`config.mk`:
```
export PLATFORM = sky130hd
export DESIGN_NAME = roundKeyStore
export DESIGN_NICKNAME = d
export VERILOG_FILES = /design/src/rtl/aesPkg.sv /design/src/rtl/roundKeyStore.sv
export VERILOG_INCLUDE_DIRS = /design/src /design/src/rtl
export SDC_FILE = /design/constraint.sdc
export NUM_CORES = 1
export LEC_CHECK = 0
export ABC_CLOCK_PERIOD_IN_PS = 14250
export BUFFER_PORTS_ARGS = -buffer_cell sky130_fd_sc_hd__buf_4
export CAP_MARGIN = 20
export CELL_PAD_IN_SITES_DETAIL_PLACEMENT = 2
export CELL_PAD_IN_SITES_GLOBAL_PLACEMENT = 2
export CORE_MARGIN = 2
export CORE_UTILIZATION = 45
export CTS_CLUSTER_DIAMETER = 150
export DETAILED_ROUTE_END_ITERATION = 7
export PLACE_DENSITY = 0.77
export SYNTH_ARGS = -nofsm -noshare
export SYNTH_HDL_FRONTEND = slang
export SYNTH_SLANG_ARGS = --single-unit
```
`constraint.sdc`:
```
create_clock -name startTransition -period 14.25 [get_ports startTransition]
set_clock_uncertainty 0.15 [all_clocks]
set_input_delay 2.85 -clock startTransition [delete_from_list [all_inputs] [get_ports startTransition]]
set_output_delay 2.85 -clock startTransition [all_outputs]
set_load 0.005 [all_outputs]
```
`src/rtl/aes_settings.svh`:
```
`ifndef AES_SETTINGS_SVH
`define AES_SETTINGS_SVH

// AES-128 data widths
`define AES_BLOCK_BITS 128
`define AES_WORD_BITS 32
`define AES_BYTE_BITS 8

// schedule depth
`define AES_NUM_ROUNDS 10
`define AES_NUM_ROUND_KEYS 11 // initial key plus one per round

`endif

```
`src/rtl/aesPkg.sv`:
```
`default_nettype none

`include "aes_settings.svh"

package aesPkg;

        typedef logic [`AES_BLOCK_BITS-1:0] aesBlock; // state block or round key
        typedef logic [`AES_WORD_BITS-1:0] aesWord;
        typedef logic [`AES_BYTE_BITS-1:0] aesByte;
        typedef logic [3:0] roundIndex; // 0 to 10

        typedef enum logic {
                idle,
                rounds
        } engineState;

        //////////////////////////////
        // forward S-box
        // row n holds the outputs for inputs n0 to nf
        localparam logic [2047:0] sboxTable = {
                128'h63_7c_77_7b_f2_6b_6f_c5_30_01_67_2b_fe_d7_ab_76,
                128'hca_82_c9_7d_fa_59_47_f0_ad_d4_a2_af_9c_a4_72_c0,
                128'hb7_fd_93_26_36_3f_f7_cc_34_a5_e5_f1_71_d8_31_15,
                128'h04_c7_23_c3_18_96_05_9a_07_12_80_e2_eb_27_b2_75,
                128'h09_83_2c_1a_1b_6e_5a_a0_52_3b_d6_b3_29_e3_2f_84,
                128'h53_d1_00_ed_20_fc_b1_5b_6a_cb_be_39_4a_4c_58_cf,
                128'hd0_ef_aa_fb_43_4d_33_85_45_f9_02_7f_50_3c_9f_a8,
                128'h51_a3_40_8f_92_9d_38_f5_bc_b6_da_21_10_ff_f3_d2,
                128'hcd_0c_13_ec_5f_97_44_17_c4_a7_7e_3d_64_5d_19_73,
                128'h60_81_4f_dc_22_2a_90_88_46_ee_b8_14_de_5e_0b_db,
                128'he0_32_3a_0a_49_06_24_5c_c2_d3_ac_62_91_95_e4_79,
                128'he7_c8_37_6d_8d_d5_4e_a9_6c_56_f4_ea_65_7a_ae_08,
                128'hba_78_25_2e_1c_a6_b4_c6_e8_dd_74_1f_4b_bd_8b_8a,
                128'h70_3e_b5_66_48_03_f6_0e_61_35_57_b9_86_c1_1d_9e,
                128'he1_f8_98_11_69_d9_8e_94_9b_1e_87_e9_ce_55_28_df,
                128'h8c_a1_89_0d_bf_e6_42_68_41_99_2d_0f_b0_54_bb_16
        };

        // entry 0 sits in the top byte of the table
        function automatic aesByte sboxLookup(input aesByte value);
                return sboxTable[8 * (255 - int'(value)) +: 8];
        endfunction

        //////////////////////////////
        // Rcon byte for round key 1 to 10
        function automatic aesByte roundConstant(input roundIndex round);
                aesByte rcon;
                case (round)
                        4'd1:    rcon = 8'h01;
                        4'd2:    rcon = 8'h02;
                        4'd3:    rcon = 8'h04;
                        4'd4:    rcon = 8'h08;
                        4'd5:    rcon = 8'h10;
                        4'd6:    rcon = 8'h20;
                        4'd7:    rcon = 8'h40;
                        4'd8:    rcon = 8'h80;
                        4'd9:    rcon = 8'h1b; // reduced by the field polynomial
                        4'd10:   rcon = 8'h36;
                        default: rcon = 8'h00; // key 0 has no constant
                endcase
                return rcon;
        endfunction

endpackage

`default_nettype wire

```
`src/rtl/roundKeyStore.sv`:
```
`timescale 1ns/1ns
`default_nettype none

`include "aes_settings.svh"

module roundKeyStore import aesPkg::*; (
        input  wire logic      startTransition,
        input  wire logic      resetModule,
        input  wire logic      keyWrite,
        input  wire roundIndex keyWriteIndex,
        input  wire aesBlock   keyWriteData,
        input  wire roundIndex readIndex,
        output aesBlock        readKey,
        output logic           keyReady
);

        aesBlock keyStore [`AES_NUM_ROUND_KEYS];

        //////////////////////////////
        // write port
        always_ff @(posedge startTransition) begin
                if (keyWrite) begin
                        keyStore[keyWriteIndex] <= keyWriteData;
                end
        end

        // entry 0 opens a new schedule and the last entry completes it
        always_ff @(posedge startTransition) begin
                if (resetModule) begin
                        keyReady <= 1'b0;
                end else if (keyWrite) begin
                        if (keyWriteIndex == '0) begin
                                keyReady <= 1'b0;
                        end else if (keyWriteIndex == roundIndex'(`AES_NUM_ROUND_KEYS - 1)) begin
                                keyReady <= 1'b1;
                        end
                end
        end

        assign readKey = keyStore[readIndex]; // same-cycle read

endmodule

`default_nettype wire

```
; ---- Word-level counts from Yosys, hierarchy flattened
; Memories as Yosys holds them, arrays and structs flattened.
; Index checks and enable logic that the tools add are counted.
[totals]
register_bits = 1
memories = 1
wordCells = 10
out_inout_bits = 129
ram_bits = 1408
input_bits = 139
[memory_table]
columns = name, words, width, read_ports, rd_clocked_by_memory_dff, wr, line_no
row1 = keyStore, 11, 128, 1, 0, 1, roundKeyStore.sv:17  ; aesBlock keyStore [`AES_NUM_ROUND_KEYS];
[op_classes]
n_eq_ne = 1
mux = 4
n_reduce_logical = 3
[op_table]
columns = operator, count
row1 = "4-bit == test, second input constant", 1
row2 = 4-bit zero test, 1
row3 = 1-bit 2-to-1 mux, 4
row4 = 2-bit AND reduction, 1
row5 = 2-bit nonzero test, 1

; ---- Depth between registers and ports, before layout
[logic_depth]
depth_word = 3
mapped_depth = 6
depth_no_buf = 3

; ---- Least setup slack after synthesis
; OpenSTA, ideal clock, no wires.
[synth_timing]
kind = in2reg
startpoint = in keyWriteIndex[3]
endpoint = mem keyStore[0][0] (netlist name), enable pin
path_buffers = 0
stages = 2
setup_slack_ns = 1.310
arrival_time_ns = 12.017
t_required_ns = 13.326
setup_ns = 0.774
cell_sequence = or3b_2 > nor3_1
[synth_rtl]
columns = element, line_no
row1 = start: declaration, roundKeyStore.sv:10  ; input wire roundIndex keyWriteIndex,
row2 = end: declaration, roundKeyStore.sv:17
; Straight into the memory's write port.

; ---- Worst setup path after layout
[layout_timing]
startpoint = in readIndex[1]
endpoint = out readKey[16]
[layout_via]
elab_chain_len = 1
[layout_rtl]
columns = element, line_no
row1 = start: declaration, roundKeyStore.sv:12  ; input wire roundIndex readIndex,
row2 = memory read 11 x 128 bit, n/a
row3 = end: declaration, roundKeyStore.sv:13  ; output aesBlock readKey,
; No other way between the ends.

==> summary.md <==
| Metric | Value |
|---|---|
| Synth Register Bits | 1409 |
| Status | complete, no violations |
| Setup violators final | 0 |
| Die area | 125000 sq um |
| Setup bufs post-CTS | 0 |
| Post-route design area | 63600 sq um |
| Post-placement cell area | 58600 sq um |
| Syn nets | 3037 |
| Rows | about 130 |
| Critical setup path kind | input pin to output pin |
| GRT Overall Usage | roughly a quarter |
| Global-route wire length before repair | roughly 240000 um |
| Critical Path RT | 11.25 ns |
| GP Congestion | 0.747 |
| Number of nets with antenna violations after routing | 0 |
| Clk Latency, worst-skew pair | about 0.75 ns |
| Share of post-route cells with drive strength above 1 | 28.5% |
| HP Class | register to register |
| Setup tns final | 0 ns |
| Final routed DRC violation total | 0 |
| Cell leakage power | between 20 and 25 nW |
| Element type at the critical path start | input pin |
| Avg Cell Area, Syn | 19.0 sq um |
| Gr ovfl total | 0 |
| Synth Instances | 2898 |
| Worst EP arrival | 6.50 ns |
| Largest net degree at the start of global routing | roughly 180 |
| DR vias | 29200 |
| Fin. max-slew vios | 0 |
| Initial Utilization | 45.2% |
| Final hold vios | 0 |
| Slew margin rel. | 18.5% |
| Post-CTS Resized | 0 |
| Final Core Density | 52.3% |
| Average wire per standard cell | 33.2 um |
| Tightest Pin Transition | between 1 and 1.5 ns |
| Yosys warning total | 0 |
| Final period demand of the worst path | roughly 9.5 ns |
| RSZ-0062 raised after global routing | no |
| Nets | around 3300 |
| Mapped Area | about 55000 sq um |
| CTS tree | yes |
| Root buffer cell | clkbuf_16 |
| H-Tree Depth | 4 |
| CP endpoint kind | output pin |
| Period utilization | around two thirds |
| Max Root-Sink Buffers | 3 |
| DIE WIDTH | around 350 um |
| Average vias per placed instance | 5.92 |
| Fmax | 0.105 GHz |
| Power Density | 145 nW/um^2 |
| Total wire length | about 160000 um |
| Port buffer count | 267 |
| Vias in the first global route | 33200 |
| Boundary Pins | 268 |
| Post-DP HPWL | 87800 um |
| Core region area | around 120000 sq um |
| Clk sinks | 1409 |
| Die Span Y | 354 um |
| Drt pass-1 iters | 5 |
| Maximum VDD drop | 110 uV |
| Synth unique cells | 26 |
| Sequential share of the synthesized area | 76.9% |
| Max-cap violations | 0 |
| CTS Hold Bufs | 0 |
| CTS clk-pin slew, worst paths | about 0.05 ns |
| TritonCTS Buffers | approximately 150 |
| Starting DRT DRC Count | approximately 2300 |
| Antenna violations before repair | 16 |
| Area delta synth->final | 15.6% |
| Crit path max fanout | approximately 110 |
==> placed cells by master (no fill, tap or decap), types with 16 or more instances in the layout <==
cell type | synthesis | final
a22o_1 | 128 | 128
buf_4 | 35 | 313
bufinv_16 | 0 | 16
clkbuf_1 | 84 | 28
clkbuf_16 | 0 | 158
clkinv_1 | 0 | 24
clkinv_2 | 0 | 30
edfxtp_1 | 1408 | 1408
mux2_2 | 384 | 384
mux2i_1 | 256 | 256
nand2b_1 | 131 | 130
o211ai_1 | 128 | 128
o22ai_1 | 128 | 128
o31ai_1 | 127 | 127
==> cell type report <==
cell class | instances | area [sq um]
repair buffers | 320 | 2480
flip-flops and latches | 1409 | 42300
clock inverters | 87 | 885
well taps | 1625 | 2030
multi-input cells | 1305 | 11800
diodes | 10 | 25.0
clock buffers | 186 | 4060
fillers | 10500 | 58000
==> where the power goes <==
group / leakage, nW / switching, W / internal (W) / total [W]
combinational: 6.02 / 0.000335 / 0.000210 / 0.000545
clock: 2.42 / 0.00166 / 0.00232 / 0.00398
sequential: 12.7 / 0.0000263 / 0.00465 / 0.00467
==> flip-flops by register name (all words and copies together), names as in the netlist <==
register  cells
keyStore   1408
keyReady      1
==> final timing paths <==
path | slack (ns) | startpoint | depth (start not counted) | to
max | 4.75 | readIndex[1] | 6 | readKey[16]
min | 0.34 | keyReady$_SDFFE_PP0P_ | 2 | keyReady$_SDFFE_PP0P_
max reg2reg | 13.41 | keyReady$_SDFFE_PP0P_ | 2 | keyReady$_SDFFE_PP0P_
min reg2reg | 0.34 | keyReady$_SDFFE_PP0P_ | 2 | keyReady$_SDFFE_PP0P_
==> routing by layer <==
metal / track usage [%] / wire (um) / share of wire (%)
met1: 32.8 / 66300 / 40
met2: 46.8 / 86200 / 53
met3: 4.26 / 7470 / 4.6
met4: 7.80 / 3970 / 2.4
met5: 0 / 63 / 0.038
==> critical path, cell delays in order <==
cell	delay (ns)
buf_8	0.62
nand2b_4	0.82
buf_4	0.85
o22ai_1	0.25
o31ai_1	0.75
buf_4	0.24
==> cells in the mapped netlist <==
| cell | instances | area share [%] |
|---|---|---|
| a21oi_1 | 1 | 0.0091 |
| a22o_1 | 128 | 2.0 |
| buf_1 | 5 | 0.034 |
| buf_2 | 42 | 0.38 |
| buf_4 | 35 | 0.48 |
| buf_6 | 16 | 0.33 |
| buf_8 | 1 | 0.027 |
| clkbuf_1 | 84 | 0.57 |
| clkbuf_4 | 1 | 0.014 |
| dfxtp_1 | 1 | 0.036 |
| edfxtp_1 | 1408 | 77 |
| mux2_2 | 384 | 7.9 |
| mux2i_1 | 256 | 4.7 |
| nand2_1 | 2 | 0.014 |
| nand2b_1 | 131 | 1.5 |
| nand3b_1 | 2 | 0.027 |
| nor2_1 | 9 | 0.061 |
| nor2b_1 | 1 | 0.011 |
| nor3_1 | 3 | 0.027 |
| nor4bb_1 | 1 | 0.018 |
| o211ai_1 | 128 | 1.7 |
| o21ai_0 | 2 | 0.018 |
| o22ai_1 | 128 | 1.5 |
| o31ai_1 | 127 | 1.7 |
| o31ai_2 | 1 | 0.023 |
| or3b_2 | 1 | 0.016 |
==> per-stage QoR <==
stage	setup slack, ns	total power [W]	hold slack (ns)	instances
final	4.75	0.00920	0.344	4942
after global placement	4.93	0.00525	0.321	4658
after global routing	4.75	0.00943	0.365	4938
after detailed placement	4.91	0.00530	0.336	4658
after floorplan	1.31	0.00503	0.319	2898
after CTS	4.78	0.00928	0.346	4931
==> kinds of logic (layout without fill, tap and decap cells) <==
family | count (synthesis) | count (layout) | share of synthesized area (%)
compound gates | 515 | 515 | 7.03
buf+inv | 184 | 593 | 1.84
flops | 1409 | 1409 | 76.9
mux | 640 | 640 | 12.5
other cells | 0 | 10 | 0
simple gates | 150 | 150 | 1.67
Note: power is estimated with default switching activity, not from simulation.
